**src/rtl/fetch_ctrl_pkg.sv**
```systemverilog
// fetch control definitions: PC source selects, exception vector selects and fetch constants
`default_nettype none

package fetch_ctrl_pkg;

  //////////////////////////////
  // next-PC sources
  //////////////////////////////

  // selects the target loaded on a pc_set pulse
  typedef enum logic [2:0] {
    PC_BOOT      = 3'd0,
    PC_JUMP      = 3'd1,
    PC_BRANCH    = 3'd2,
    PC_EXCEPTION = 3'd3,
    PC_MRET      = 3'd4,
    PC_DRET      = 3'd5,
    PC_FENCEI    = 3'd6
  } pc_mux_e;

  // selects the handler address when PC_EXCEPTION is taken
  typedef enum logic [1:0] {
    EXC_PC_EXCEPTION = 2'd0,
    EXC_PC_IRQ       = 2'd1,
    EXC_PC_DBD       = 2'd2,
    EXC_PC_DBE       = 2'd3
  } exc_pc_mux_e;

  //////////////////////////////
  // fetch constants
  //////////////////////////////

  // addi x0, x0, 0
  localparam logic [31:0] INSTR_NOP = 32'h0000_0013;

  // word step between consecutive fetches, no compressed support
  localparam logic [31:0] FETCH_INCR = 32'd4;

endpackage

`default_nettype wire

```
**src/rtl/pma_pkg.sv**
```systemverilog
// physical memory attribute definitions and the executable-region lookup used by the fetch MPU
`default_nettype none

package pma_pkg;

  // one attribute region, match on address bits outside the mask
  typedef struct packed {
    logic [31:0] base;
    logic [31:0] mask;
    logic        exec;
  } pma_region_t;

  // upper bound on configured regions, unused slots are padded
  localparam int PMA_MAX_REGIONS = 16;

  // whole address space, executable
  localparam pma_region_t PMA_R_DEFAULT = '{base: 32'h0000_0000, mask: 32'hffff_ffff, exec: 1'b1};

  // lowest numbered matching region wins
  // no match means not executable, zero regions means everything is executable
  function automatic logic pma_exec_ok(input logic [31:0] addr,
                                       input pma_region_t cfg [PMA_MAX_REGIONS],
                                       input int          num);
    logic ok;
    logic hit;
    ok  = (num == 0);
    hit = 1'b0;
    for (int i = 0; i < PMA_MAX_REGIONS; i++)
    begin
      if ((i < num) && !hit && ((addr & ~cfg[i].mask) == (cfg[i].base & ~cfg[i].mask)))
      begin
        hit = 1'b1;
        ok  = cfg[i].exec;
      end
    end
    return ok;
  endfunction

endpackage

`default_nettype wire

```
**src/rtl/fetch_mpu.sv**
```systemverilog
// fetch side MPU, passes executable fetches to the bus and answers blocked ones locally with a fault
`timescale 1ns/1ps
`default_nettype none

module fetch_mpu #(
  parameter int                  PMA_NUM_REGIONS = 0,
  parameter pma_pkg::pma_region_t PMA_CFG [PMA_NUM_REGIONS-1:0] =
    '{default: pma_pkg::PMA_R_DEFAULT}
) (
  input  logic        clk,
  input  logic        rst_n,
  input  logic        core_no_txn_pend_i,
  input  logic        core_trans_valid_i,
  output logic        core_trans_ready_o,
  input  logic [31:0] core_trans_addr_i,
  output logic        core_resp_valid_o,
  output logic [31:0] core_resp_rdata_o,
  output logic        core_resp_err_o,
  output logic        bus_trans_valid_o,
  input  logic        bus_trans_ready_i,
  output logic [31:0] bus_trans_addr_o,
  input  logic        bus_resp_valid_i,
  input  logic [31:0] bus_resp_rdata_i,
  input  logic        bus_resp_err_i
);

  // region table padded to the fixed lookup size
  pma_pkg::pma_region_t cfg_pad [pma_pkg::PMA_MAX_REGIONS];

  logic exec_ok;
  logic fault_accept;
  logic fault_pend_q;

  for (genvar g = 0; g < pma_pkg::PMA_MAX_REGIONS; g++)
  begin : g_cfg
    if (g < PMA_NUM_REGIONS)
    begin : g_used
      assign cfg_pad[g] = PMA_CFG[g];
    end
    else
    begin : g_pad
      assign cfg_pad[g] = pma_pkg::PMA_R_DEFAULT;
    end
  end

  assign exec_ok = pma_pkg::pma_exec_ok(core_trans_addr_i, cfg_pad, PMA_NUM_REGIONS);

  //////////////////////////////
  // request path
  //////////////////////////////

  // executable fetches go straight through, blocked ones never reach the bus
  assign bus_trans_valid_o = core_trans_valid_i && exec_ok;
  assign bus_trans_addr_o  = core_trans_addr_i;

  // a blocked fetch waits until the bus is drained so its fault stays in order
  assign core_trans_ready_o = exec_ok ? bus_trans_ready_i : core_no_txn_pend_i;
  assign fault_accept       = core_trans_valid_i && !exec_ok && core_no_txn_pend_i;

  // fault response goes out one cycle after acceptance
  always_ff @(posedge clk or negedge rst_n)
  begin
    if (!rst_n)
      fault_pend_q <= 1'b0;
    else
      fault_pend_q <= fault_accept;
  end

  //////////////////////////////
  // response path
  //////////////////////////////

  // bus is idle while a fault is pending, so the two never collide
  assign core_resp_valid_o = bus_resp_valid_i || fault_pend_q;
  assign core_resp_rdata_o = fault_pend_q ? fetch_ctrl_pkg::INSTR_NOP : bus_resp_rdata_i;
  assign core_resp_err_o   = fault_pend_q || bus_resp_err_i;

endmodule

`default_nettype wire

```
**src/rtl/if_stage.sv**
```systemverilog
// instruction fetch stage top, selects the next PC, runs the prefetch path and drives the IF/ID register
`timescale 1ns/1ps
`default_nettype none

module if_stage #(
  parameter int                  PMA_NUM_REGIONS = 0,
  parameter pma_pkg::pma_region_t PMA_CFG [PMA_NUM_REGIONS-1:0] =
    '{default: pma_pkg::PMA_R_DEFAULT},
  parameter int                  FETCH_DEPTH     = 2
) (
  input  logic                        clk,
  input  logic                        rst_n,
  input  logic                        req_i,
  // redirect addresses
  input  logic [31:0]                 boot_addr_i,
  input  logic [23:0]                 mtvec_addr_i,
  input  logic [31:0]                 dm_halt_addr_i,
  input  logic [31:0]                 dm_exception_addr_i,
  input  logic [31:0]                 mepc_i,
  input  logic [31:0]                 dpc_i,
  input  logic [31:0]                 jump_target_id_i,
  input  logic [31:0]                 branch_target_ex_i,
  // redirect control
  input  logic                        pc_set_i,
  input  fetch_ctrl_pkg::pc_mux_e     pc_mux_i,
  input  fetch_ctrl_pkg::exc_pc_mux_e exc_pc_mux_i,
  input  logic [4:0]                  m_exc_vec_pc_mux_i,
  // pipeline control
  input  logic                        clear_instr_valid_i,
  input  logic                        halt_if_i,
  input  logic                        id_ready_i,
  // instruction bus
  output logic                        instr_req_o,
  output logic [31:0]                 instr_addr_o,
  input  logic                        instr_gnt_i,
  input  logic                        instr_rvalid_i,
  input  logic [31:0]                 instr_rdata_i,
  input  logic                        instr_err_i,
  // IF/ID outputs
  output logic                        instr_valid_o,
  output logic [31:0]                 instr_o,
  output logic [31:0]                 pc_id_o,
  output logic                        fetch_fault_o,
  // status
  output logic [31:0]                 pc_if_o,
  output logic                        csr_mtvec_init_o,
  output logic                        if_busy_o,
  output logic                        perf_imiss_o
);

  logic [31:0] exc_pc;
  logic [31:0] branch_addr_n;
  logic        if_valid;

  // prefetch unit to MPU
  logic        prefetch_valid;
  logic [31:0] prefetch_instr;
  logic        prefetch_err;
  logic        prefetch_busy;
  logic        core_trans_valid;
  logic        core_trans_ready;
  logic [31:0] core_trans_addr;
  logic        core_resp_valid;
  logic [31:0] core_resp_rdata;
  logic        core_resp_err;
  logic        no_txn_pend;

  // MPU to bus adapter
  logic        bus_trans_valid;
  logic        bus_trans_ready;
  logic [31:0] bus_trans_addr;
  logic        bus_resp_valid;
  logic [31:0] bus_resp_rdata;
  logic        bus_resp_err;

  //////////////////////////////
  // PC selection
  //////////////////////////////

  // handler address, interrupts vectored by cause in 128 byte table slots
  always_comb
  begin
    unique case (exc_pc_mux_i)
      fetch_ctrl_pkg::EXC_PC_EXCEPTION: exc_pc = {mtvec_addr_i, 8'h00};
      fetch_ctrl_pkg::EXC_PC_IRQ:       exc_pc = {mtvec_addr_i, 1'b0, m_exc_vec_pc_mux_i, 2'b00};
      fetch_ctrl_pkg::EXC_PC_DBD:       exc_pc = {dm_halt_addr_i[31:2], 2'b00};
      fetch_ctrl_pkg::EXC_PC_DBE:       exc_pc = {dm_exception_addr_i[31:2], 2'b00};
      default:                          exc_pc = {mtvec_addr_i, 8'h00};
    endcase
  end

  always_comb
  begin
    unique case (pc_mux_i)
      fetch_ctrl_pkg::PC_BOOT:      branch_addr_n = {boot_addr_i[31:2], 2'b00};
      fetch_ctrl_pkg::PC_JUMP:      branch_addr_n = jump_target_id_i;
      fetch_ctrl_pkg::PC_BRANCH:    branch_addr_n = branch_target_ex_i;
      fetch_ctrl_pkg::PC_EXCEPTION: branch_addr_n = exc_pc;
      fetch_ctrl_pkg::PC_MRET:      branch_addr_n = mepc_i;
      fetch_ctrl_pkg::PC_DRET:      branch_addr_n = dpc_i;
      // refetch everything after the fence
      fetch_ctrl_pkg::PC_FENCEI:    branch_addr_n = pc_id_o + fetch_ctrl_pkg::FETCH_INCR;
      default:                      branch_addr_n = {boot_addr_i[31:2], 2'b00};
    endcase
  end

  // mtvec gets initialised on the boot redirect
  assign csr_mtvec_init_o = pc_set_i && (pc_mux_i == fetch_ctrl_pkg::PC_BOOT);

  // ID takes an instruction unless stalled or halted
  assign if_valid = id_ready_i && !halt_if_i;

  // miss, decode wants an instruction and none is buffered
  assign perf_imiss_o = req_i && if_valid && !prefetch_valid && !pc_set_i;
  assign if_busy_o    = prefetch_busy;

  //////////////////////////////
  // fetch path
  //////////////////////////////

  prefetch_unit #(
    .FETCH_DEPTH (FETCH_DEPTH)
  ) i_prefetch_unit (
    .clk              (clk),
    .rst_n            (rst_n),
    .prefetch_en_i    (req_i),
    .branch_i         (pc_set_i),
    .branch_addr_i    (branch_addr_n),
    .prefetch_ready_i (if_valid),
    .prefetch_valid_o (prefetch_valid),
    .prefetch_instr_o (prefetch_instr),
    .prefetch_err_o   (prefetch_err),
    .prefetch_addr_o  (pc_if_o),
    .trans_valid_o    (core_trans_valid),
    .trans_ready_i    (core_trans_ready),
    .trans_addr_o     (core_trans_addr),
    .resp_valid_i     (core_resp_valid),
    .resp_rdata_i     (core_resp_rdata),
    .resp_err_i       (core_resp_err),
    .no_txn_pend_o    (no_txn_pend),
    .prefetch_busy_o  (prefetch_busy)
  );

  fetch_mpu #(
    .PMA_NUM_REGIONS (PMA_NUM_REGIONS),
    .PMA_CFG         (PMA_CFG)
  ) i_fetch_mpu (
    .clk                (clk),
    .rst_n              (rst_n),
    .core_no_txn_pend_i (no_txn_pend),
    .core_trans_valid_i (core_trans_valid),
    .core_trans_ready_o (core_trans_ready),
    .core_trans_addr_i  (core_trans_addr),
    .core_resp_valid_o  (core_resp_valid),
    .core_resp_rdata_o  (core_resp_rdata),
    .core_resp_err_o    (core_resp_err),
    .bus_trans_valid_o  (bus_trans_valid),
    .bus_trans_ready_i  (bus_trans_ready),
    .bus_trans_addr_o   (bus_trans_addr),
    .bus_resp_valid_i   (bus_resp_valid),
    .bus_resp_rdata_i   (bus_resp_rdata),
    .bus_resp_err_i     (bus_resp_err)
  );

  instr_bus_if i_instr_bus_if (
    .clk            (clk),
    .rst_n          (rst_n),
    .trans_valid_i  (bus_trans_valid),
    .trans_ready_o  (bus_trans_ready),
    .trans_addr_i   (bus_trans_addr),
    .resp_valid_o   (bus_resp_valid),
    .resp_rdata_o   (bus_resp_rdata),
    .resp_err_o     (bus_resp_err),
    .instr_req_o    (instr_req_o),
    .instr_addr_o   (instr_addr_o),
    .instr_gnt_i    (instr_gnt_i),
    .instr_rvalid_i (instr_rvalid_i),
    .instr_rdata_i  (instr_rdata_i),
    .instr_err_i    (instr_err_i)
  );

  //////////////////////////////
  // IF/ID register
  //////////////////////////////

  // frozen while ID stalls, a clear only drops valid when nothing loads
  always_ff @(posedge clk or negedge rst_n)
  begin
    if (!rst_n)
    begin
      instr_valid_o <= 1'b0;
      instr_o       <= fetch_ctrl_pkg::INSTR_NOP;
      pc_id_o       <= '0;
      fetch_fault_o <= 1'b0;
    end
    else if (if_valid && prefetch_valid)
    begin
      instr_valid_o <= 1'b1;
      instr_o       <= prefetch_instr;
      pc_id_o       <= pc_if_o;
      fetch_fault_o <= prefetch_err;
    end
    else if (clear_instr_valid_i)
      instr_valid_o <= 1'b0;
  end

endmodule

`default_nettype wire

```
**src/rtl/instr_bus_if.sv**
```systemverilog
// instruction bus adapter, maps internal fetch transactions onto the req/gnt/rvalid bus
`timescale 1ns/1ps
`default_nettype none

module instr_bus_if (
  input  logic        clk,
  input  logic        rst_n,
  input  logic        trans_valid_i,
  output logic        trans_ready_o,
  input  logic [31:0] trans_addr_i,
  output logic        resp_valid_o,
  output logic [31:0] resp_rdata_o,
  output logic        resp_err_o,
  output logic        instr_req_o,
  output logic [31:0] instr_addr_o,
  input  logic        instr_gnt_i,
  input  logic        instr_rvalid_i,
  input  logic [31:0] instr_rdata_i,
  input  logic        instr_err_i
);

  // set while an ungranted request is parked in the hold register
  logic        held_q;
  logic [31:0] hold_addr_q;

  // transparent when idle, the internal side is accepted on valid alone
  // a parked request owns the bus until its grant, whatever upstream does
  assign trans_ready_o = !held_q;
  assign instr_req_o   = held_q || trans_valid_i;
  assign instr_addr_o  = held_q ? hold_addr_q : trans_addr_i;

  always_ff @(posedge clk or negedge rst_n)
  begin
    if (!rst_n)
      held_q <= 1'b0;
    else if (held_q)
      held_q <= !instr_gnt_i;
    else
      held_q <= trans_valid_i && !instr_gnt_i;
  end

  // capture the address of a request that missed its grant
  always_ff @(posedge clk)
  begin
    if (!held_q && trans_valid_i && !instr_gnt_i)
      hold_addr_q <= trans_addr_i;
  end

  // responses return in order, same cycle
  assign resp_valid_o = instr_rvalid_i;
  assign resp_rdata_o = instr_rdata_i;
  assign resp_err_o   = instr_err_i;

endmodule

`default_nettype wire

```
**src/rtl/prefetch_unit.sv**
```systemverilog
// prefetch buffer of the fetch stage, issues word fetches ahead of decode and queues the responses
`timescale 1ns/1ps
`default_nettype none

module prefetch_unit #(
  parameter int FETCH_DEPTH = 2
) (
  input  logic        clk,
  input  logic        rst_n,
  input  logic        prefetch_en_i,
  input  logic        branch_i,
  input  logic [31:0] branch_addr_i,
  input  logic        prefetch_ready_i,
  output logic        prefetch_valid_o,
  output logic [31:0] prefetch_instr_o,
  output logic        prefetch_err_o,
  output logic [31:0] prefetch_addr_o,
  output logic        trans_valid_o,
  input  logic        trans_ready_i,
  output logic [31:0] trans_addr_o,
  input  logic        resp_valid_i,
  input  logic [31:0] resp_rdata_i,
  input  logic        resp_err_i,
  output logic        no_txn_pend_o,
  output logic        prefetch_busy_o
);

  localparam int CNT_W = $clog2(FETCH_DEPTH + 1);
  localparam int PTR_W = (FETCH_DEPTH > 1) ? $clog2(FETCH_DEPTH) : 1;

  // next request address and PC of the head entry
  logic [31:0]      fetch_addr_q;
  logic [31:0]      pc_q;
  // transactions in flight, split into live and flushed ones
  logic [CNT_W-1:0] out_cnt_q;
  logic [CNT_W-1:0] discard_cnt_q;
  // response queue
  logic [CNT_W-1:0] fifo_cnt_q;
  logic [PTR_W-1:0] wr_ptr_q;
  logic [PTR_W-1:0] rd_ptr_q;
  logic [31:0]      fifo_rdata [FETCH_DEPTH];
  logic             fifo_err   [FETCH_DEPTH];

  logic [CNT_W:0]   occupancy;
  logic             accept;
  logic             pop;
  logic             resp_keep;
  logic             resp_drop;

  // ring pointer step
  function automatic logic [PTR_W-1:0] ptr_inc(input logic [PTR_W-1:0] ptr);
    return (ptr == PTR_W'(FETCH_DEPTH - 1)) ? '0 : ptr + 1'b1;
  endfunction

  //////////////////////////////
  // issue side
  //////////////////////////////

  // every slot counts, flushed responses still occupy the bus
  assign occupancy = out_cnt_q + discard_cnt_q + fifo_cnt_q;

  // a slot is reserved before issue, so responses never need back-pressure
  // nothing issues in a redirect cycle, the old address is stale
  assign trans_valid_o = prefetch_en_i && !branch_i && (occupancy < (CNT_W + 1)'(FETCH_DEPTH));
  assign trans_addr_o  = fetch_addr_q;
  assign accept        = trans_valid_o && trans_ready_i;

  // responses for flushed requests are eaten first, they are always older
  assign resp_drop = resp_valid_i && (discard_cnt_q != '0);
  assign resp_keep = resp_valid_i && (discard_cnt_q == '0);

  assign no_txn_pend_o   = (out_cnt_q == '0) && (discard_cnt_q == '0);
  assign prefetch_busy_o = !no_txn_pend_o;

  //////////////////////////////
  // output side
  //////////////////////////////

  // head entry is hidden while redirecting so the old stream cannot reach ID
  assign prefetch_valid_o = (fifo_cnt_q != '0) && !branch_i;
  assign prefetch_instr_o = fifo_rdata[rd_ptr_q];
  assign prefetch_err_o   = fifo_err[rd_ptr_q];
  assign prefetch_addr_o  = pc_q;
  assign pop              = prefetch_valid_o && prefetch_ready_i;

  always_ff @(posedge clk or negedge rst_n)
  begin
    if (!rst_n)
    begin
      fetch_addr_q  <= '0;
      pc_q          <= '0;
      out_cnt_q     <= '0;
      discard_cnt_q <= '0;
      fifo_cnt_q    <= '0;
      wr_ptr_q      <= '0;
      rd_ptr_q      <= '0;
    end
    else if (branch_i)
    begin
      // flush, live requests become discards, minus whatever returns now
      fetch_addr_q  <= branch_addr_i;
      pc_q          <= branch_addr_i;
      out_cnt_q     <= '0;
      discard_cnt_q <= discard_cnt_q + out_cnt_q - CNT_W'(resp_valid_i);
      fifo_cnt_q    <= '0;
      wr_ptr_q      <= '0;
      rd_ptr_q      <= '0;
    end
    else
    begin
      if (accept)
        fetch_addr_q <= fetch_addr_q + fetch_ctrl_pkg::FETCH_INCR;
      if (pop)
        pc_q <= pc_q + fetch_ctrl_pkg::FETCH_INCR;
      out_cnt_q <= out_cnt_q + CNT_W'(accept) - CNT_W'(resp_keep);
      if (resp_drop)
        discard_cnt_q <= discard_cnt_q - CNT_W'(1);
      fifo_cnt_q <= fifo_cnt_q + CNT_W'(resp_keep) - CNT_W'(pop);
      if (resp_keep)
        wr_ptr_q <= ptr_inc(wr_ptr_q);
      if (pop)
        rd_ptr_q <= ptr_inc(rd_ptr_q);
    end
  end

  // queue storage
  always_ff @(posedge clk)
  begin
    if (resp_keep)
    begin
      fifo_rdata[wr_ptr_q] <= resp_rdata_i;
      fifo_err[wr_ptr_q]   <= resp_err_i;
    end
  end

endmodule

`default_nettype wire

```
**config.mk**
```make
export PLATFORM = sky130hd
export DESIGN_NAME = if_stage
export DESIGN_NICKNAME = d
export VERILOG_FILES = /design/src/rtl/fetch_ctrl_pkg.sv /design/src/rtl/pma_pkg.sv /design/src/rtl/fetch_mpu.sv /design/src/rtl/if_stage.sv /design/src/rtl/instr_bus_if.sv /design/src/rtl/prefetch_unit.sv
export SDC_FILE = /design/constraint.sdc
export NUM_CORES = 1
export LEC_CHECK = 0
export BUFFER_PORTS_ARGS = -buffer_cell sky130_fd_sc_hd__buf_2
export CAP_MARGIN = 20
export CORE_AREA = 2 2 200 153
export CTS_BUF_LIST = sky130_fd_sc_hd__clkbuf_8
export DETAILED_ROUTE_END_ITERATION = 8
export DIE_AREA = 0 0 202 155
export HOLD_SLACK_MARGIN = 0.08
export PLACE_DENSITY_LB_ADDON = 0.2
export SYNTH_ARGS = -nofsm -noshare
export SYNTH_HDL_FRONTEND = slang
export SYNTH_HIERARCHICAL = 1
export SYNTH_SLANG_ARGS = --single-unit
export TNS_END_PERCENT = 30
```
**constraint.sdc**
```tcl
create_clock -name clk -period 4.25 [get_ports clk]
set_input_delay 0.425 -clock clk [delete_from_list [all_inputs] [get_ports clk]]
set_output_delay 0.425 -clock clk [all_outputs]
set_load 0.005 [all_outputs]
```
==> Word level (Yosys, flattened, before mapping) <==
Memory sizes are Yosys's and may differ from the RTL's. A register that Yosys moved wholly into a read port is not among the register bits.
Cells that the tools add are included.
{ "classes": {"n_addsub": 14, "n_lt_le_gt_ge": 1, "n_eq_ne": 9, "n_mux": 22, "reduce_logical": 35} }
{ "op_table": {"columns": ["operator", "n"], "rows": [
  ["32-bit one-hot mux with 6 select lines", 1],
  ["32-bit two-way mux", 5],
  ["32-bit one-hot mux with 4 select lines", 1],
  ["32-bit by 3-bit adder with 32-bit output (second input constant)", 3],
  ["1-bit logical AND", 15],
  ["2-bit nonzero test", 7],
  ["1-bit two-way mux", 11],
  ["3-bit == test (second input constant)", 3],
  ["1-bit zero test", 8],
  ["2-bit two-way mux", 4],
  ["3-bit by 2-bit == test with 1-bit output (second input constant)", 2],
  ["2-bit zero test", 3],
  ["2-bit by 1-bit subtractor with 2-bit output", 3],
  ["2-bit by 1-bit adder with 2-bit output", 2],
  ["2-bit == test (second input constant)", 2],
  ["2-bit by 2-bit adder with 3-bit output", 1],
  ["3-bit by 2-bit adder with 3-bit output", 1],
  ["3-bit by 1-bit == test with 1-bit output (second input constant)", 1],
  ["3-bit zero test", 1],
  ["3-bit by 2-bit less-than comparator with 1-bit output (second input constant)", 1],
  ["1-bit adder (second input constant)", 2],
  ["2-bit adder", 1],
  ["2-bit by 1-bit == test with 1-bit output (second input constant)", 1],
  ["2-bit by 1-bit subtractor with 2-bit output (second input constant)", 1],
  ["1-bit logical OR", 1]
]} }
{ "totals": {"register_bits": 138, "ramBits": 66, "inputBits": 300, "output_inout_bits": 134, "elab_cells": 94, "memories": 2} }
{ "memory_table": {"columns": ["memory", "words", "width", "rd", "rd_clocked_by_memory_dff", "wr", "line", "text"], "rows": [
  ["i_prefetch_unit.fifo_rdata", 2, 32, 1, 1, 1, "prefetch_unit.sv:41", "logic [31:0] fifo_rdata [FETCH_DEPTH];"],
  ["i_prefetch_unit.fifo_err", 2, 1, 1, 1, 1, "prefetch_unit.sv:42", "logic fifo_err [FETCH_DEPTH];"]
]} }

==> Depth between registers and ports, before layout <==
{ "logic_depth": {"depth_word": 8, "depth_mapped": 15} }

==> Hierarchy <==
The synthesis kept the hierarchy.
{ "by_module_without_submodules": {"columns": ["mod", "n_inst", "cells_per_inst", "area_per_inst_um2"], "rows": [
  ["prefetch_unit", 1, 564, 6486.2],
  ["if_stage", 1, 604, 5348.9],
  ["instr_bus_if", 1, 107, 1789.2],
  ["fetch_mpu", 1, 68, 510.5]
]} }

==> Worst setup path before layout <==
Ideal clock, no wire load.
{ "synth_timing": {"kind": "register -> register", "from": "register i_prefetch_unit.out_cnt_q[1]", "to": "register i_instr_bus_if.hold_addr_q[0], enable pin", "setup_time_ns": 0.468, "t_arrival_ns": 4.077, "path_slack_ns": -0.294, "stages_incl_launch_ff": 9, "path_buffers": 1, "path_cell_list": "dfrtp_1 -> inv_1 -> fa_1 -> inv_1 -> ha_1 -> xnor2_1 -> nor4b_1 -> buf_4 -> nor3b_1"} }
{ "synth_between": {"elab_chain_cells": 6} }
{ "synth_lines": {"columns": ["item", "line", "text"], "rows": [
  ["from (decl)", "prefetch_unit.sv:35", "logic [CNT_W-1:0] out_cnt_q;"],
  ["from (signal assigned)", "prefetch_unit.sv:115", "out_cnt_q <= out_cnt_q + CNT_W'(accept) - CNT_W'(resp_keep);"],
  ["2-bit by 2-bit adder with 3-bit output", "prefetch_unit.sv:60", "assign occupancy = out_cnt_q + discard_cnt_q + fifo_cnt_q;"],
  ["3-bit by 2-bit adder with 3-bit output", "prefetch_unit.sv:60", null],
  ["3-bit by 2-bit less-than comparator with 1-bit output", "prefetch_unit.sv:64", "assign trans_valid_o = prefetch_en_i && !branch_i && (occupancy < (CNT_W + 1)'(FETCH_DEPTH));"],
  ["1-bit logical AND", "prefetch_unit.sv:64", null],
  ["net core_trans_valid", "if_stage.sv:60", "logic core_trans_valid;"],
  ["1-bit logical AND (2 in a row)", "instr_bus_if.sv:45", "if (!held_q && trans_valid_i && !instr_gnt_i)"],
  ["to (signal assigned)", "instr_bus_if.sv:46", "hold_addr_q <= trans_addr_i;"],
  ["to (decl)", "instr_bus_if.sv:24", "logic [31:0] hold_addr_q;"]
]} }
The timed path passes the listed nets, and every way through them passes these cells.
A chain may end at the register's enable or synchronous reset.

==> Final worst setup path <==
{ "layout_timing": {"from": "register i_prefetch_unit.fifo_cnt_q[1]", "to": "register i_prefetch_unit.out_cnt_q[1]"} }
{ "layout_between": {"elab_chain_cells": 7} }
{ "layout_lines": {"columns": ["item", "line", "text"], "rows": [
  ["from (decl)", "prefetch_unit.sv:38", "logic [CNT_W-1:0] fifo_cnt_q;"],
  ["from (signal assigned)", "prefetch_unit.sv:118", "fifo_cnt_q <= fifo_cnt_q + CNT_W'(resp_keep) - CNT_W'(pop);"],
  ["3-bit by 2-bit adder with 3-bit output", "prefetch_unit.sv:60", null],
  ["3-bit by 2-bit less-than comparator with 1-bit output", "prefetch_unit.sv:64", null],
  ["1-bit logical AND", "prefetch_unit.sv:64", null],
  ["1-bit logical AND", "prefetch_unit.sv:66", "assign accept = trans_valid_o && trans_ready_i;"],
  ["2-bit by 1-bit adder with 2-bit output", "prefetch_unit.sv:115", null],
  ["2-bit by 1-bit subtractor with 2-bit output", "prefetch_unit.sv:115", null],
  ["2-bit two-way mux", "prefetch_unit.sv:98", "else if (branch_i)"]
]} }
No other way between the ends.

==> reports/results.txt <==
Clock Skews - 0.0205 ns
Mapped Nets - 1656
vias in the first global route - 11768
CP startpoint kind - register
first-pass GRT wire length - 72.7 mm
Period Utilization, post-route - 75.7%
Cells after Synth - 1342
initial core utilization - 47.9%
WL/cell - 23.2 um
largest net degree at the start of global routing - 107
Least-Margin Pin Slew - 1.02 ns
post-route antenna net violation count - 0
CP arrival - 3.63 ns
CTS Root Buffer Type - clkbuf_8
Worst VDD drop - 0.000424 V
IO Pins - 434
Final Max Slew Viols - 0
worst slew margin relative to its limit - 31.8%
CTS tree - yes
overall power - 8590 uW
Die ar. - 0.0313 mm^2
logic gate share of total power - 32.7%
R2R depth - 14
synthesized area - 0.0141 mm^2
GRT Total Usage - 30.6%
RSZ-0062 raised after global routing - false
average size of a mapped cell - 10.5 um^2
DRC viols - 0
setup violators final - 0
f_max - 311 MHz
Setup TNS Final - 0 ns
Pre-Repair DR Iteration Count - 5
P_leak - 0.00756 uW
drt via density - 5.63
sw frac - 35.0%
total CTS buffers - 39
total global routing overflow - 0
Clk pin slew, worst setup/hold paths - 0.06 ns
Die Wd - 202 um
Clock Path Buffers - 3
worst skew pair latency - 0.55 ns
Synth-to-Final Area Change - 20.9%
die height - 155 um
endpoints failing hold - 0
power share of the clock group - 23.9%
CP Capture Type - register
Routed WL - 49.3 mm
core box area - 0.0295 mm^2
DP Wirelength - 37.4 mm
Required @ worst endpoint - 4.67 ns
clk sinks - 237
Port Buffers - 427
Placement Rows - 55
pwr dens - 503 mW/mm^2
CTS H-Tree Depth - 2
type of the worst setup path - reg -> reg
register share of total power - 43.4%
cell-internal power - 5580 uW
max_cap viols - 0
nets - 2011
hold path cells - 2
HP Class - in -> reg
Psw - 3010 uW
routed vias - 11982
Tmin final - 3.22 ns
post-CTS setup buffer count - 0
maximum fanout along the worst path - 14
fraction of layout cells with a size suffix above 1 - 39.3%
initial antenna violation count - 2
initial drt markers - 827
Syn. warnings - 6
placer congestion estimate - 0.969
outcome - complete, no violations
routing by layer:
metal	share of wire, %	track usage, %
met1	42	39.4
met2	47	50.0
met3	7.6	7.62
met4	3.5	11.5
met5	0	0
sequential cells by signal (all words and copies together), names as in the netlist, 2 cells and up:
signal	flops
i_prefetch_unit/fifo_rdata	64
i_prefetch_unit/prefetch_addr_o	32
i_prefetch_unit/out_cnt_q	2
instr_o	32
i_prefetch_unit/fifo_cnt_q	2
i_prefetch_unit/trans_addr_o	32
i_instr_bus_if/hold_addr_q	32
i_prefetch_unit/fifo_err	2
pc_id_o	32
i_prefetch_unit/discard_cnt_q	2
cell type report:
cell class	instances	area, um^2
Clock buffer	44	606
Antenna cell	3	7.51
Multi-Input combinational cell	896	6510
Timing Repair Buffer	488	2720
Tap cell	399	499
Inverter	35	131
Fill cell	2603	12400
Clock inverter	27	194
Sequential cell	237	6430
critical path, cell delays in order (launching register included):
cell and delay (ns):
dfrtp_1 0.42, inv_1 0.11, fa_1 0.48, inv_1 0.04, ha_1 0.29, nand4bb_1 0.20, nor2_1 0.10, buf_4 0.21
inv_1 0.27, ha_1 0.37, inv_1 0.04, ha_1 0.17, xnor2_1 0.18, xnor2_1 0.15, nor2_1 0.07
repair_timing:
item	in CTS	in global routing
gates resized for setup	0	0
hold buffers	35	0
endpoints found under the hold margin	103	0
metrics by stage:
step	area, um^2	hold WS [ns]	util, %	setup WS, ns	cells
2_1_floorplan	14100	0.129	-	0.840	1342
3_3_place_gp	15900	0.467	53.9	1.09	2019
3_5_place_dp	15900	0.473	53.9	1.06	2019
4_1_cts	17100	0.166	57.8	1.04	2125
5_1_grt	17100	0.189	57.9	0.886	2128
6_report	17100	0.191	57.9	1.03	2129
power by group through the flow:
stage,clock network (uW),registers [uW],logic (uW)
after detailed placement,0,3750,2780
after global routing,2200,3810,3060
after floorplan,0,3540,1830
after global placement,0,3720,2730
final,2050,3730,2810
after CTS,2090,3710,2820
path summary, 6_finish.rpt:
kind / from / to / slack [ns]
hold reg to reg: i_prefetch_unit/trans_addr_o[0]$_DFFE_PN0P_ / i_instr_bus_if/hold_addr_q[0]$_DFFE_PP_ / 0.49
setup / recovery: i_prefetch_unit/fifo_cnt_q[1]$_DFF_PN0_ / i_prefetch_unit/out_cnt_q[1]$_DFF_PN0_ / 1.03
min in group asynchronous: rst_n / instr_o[30]$_DFFE_PN0P_ / 0.27
max in group asynchronous: rst_n / i_prefetch_unit/prefetch_addr_o[3]$_DFFE_PN0N_ / 2.75
hold / removal: instr_gnt_i / i_instr_bus_if/held_q$_DFF_PN0_ / 0.19
setup reg to reg: i_prefetch_unit/fifo_cnt_q[1]$_DFF_PN0_ / i_prefetch_unit/out_cnt_q[1]$_DFF_PN0_ / 1.03
cells in the final DEF, fill, tap and decap left out, types with 27 or more instances in the layout:
master         instances
buf_2                426
dfrtp_1              135
mux2_2               120
nor2_1               111
edfxtp_1              98
nand2_1               97
o21ai_0               66
nand3_1               52
inv_1                 47
clkbuf_8              44
mux2i_1               37
xor2_1                36
dlygate4sd3_1         35
nand4_1               32
xnor2_1               30
a21oi_1               27
No activity file was read; power rests on OpenSTA's default activity.
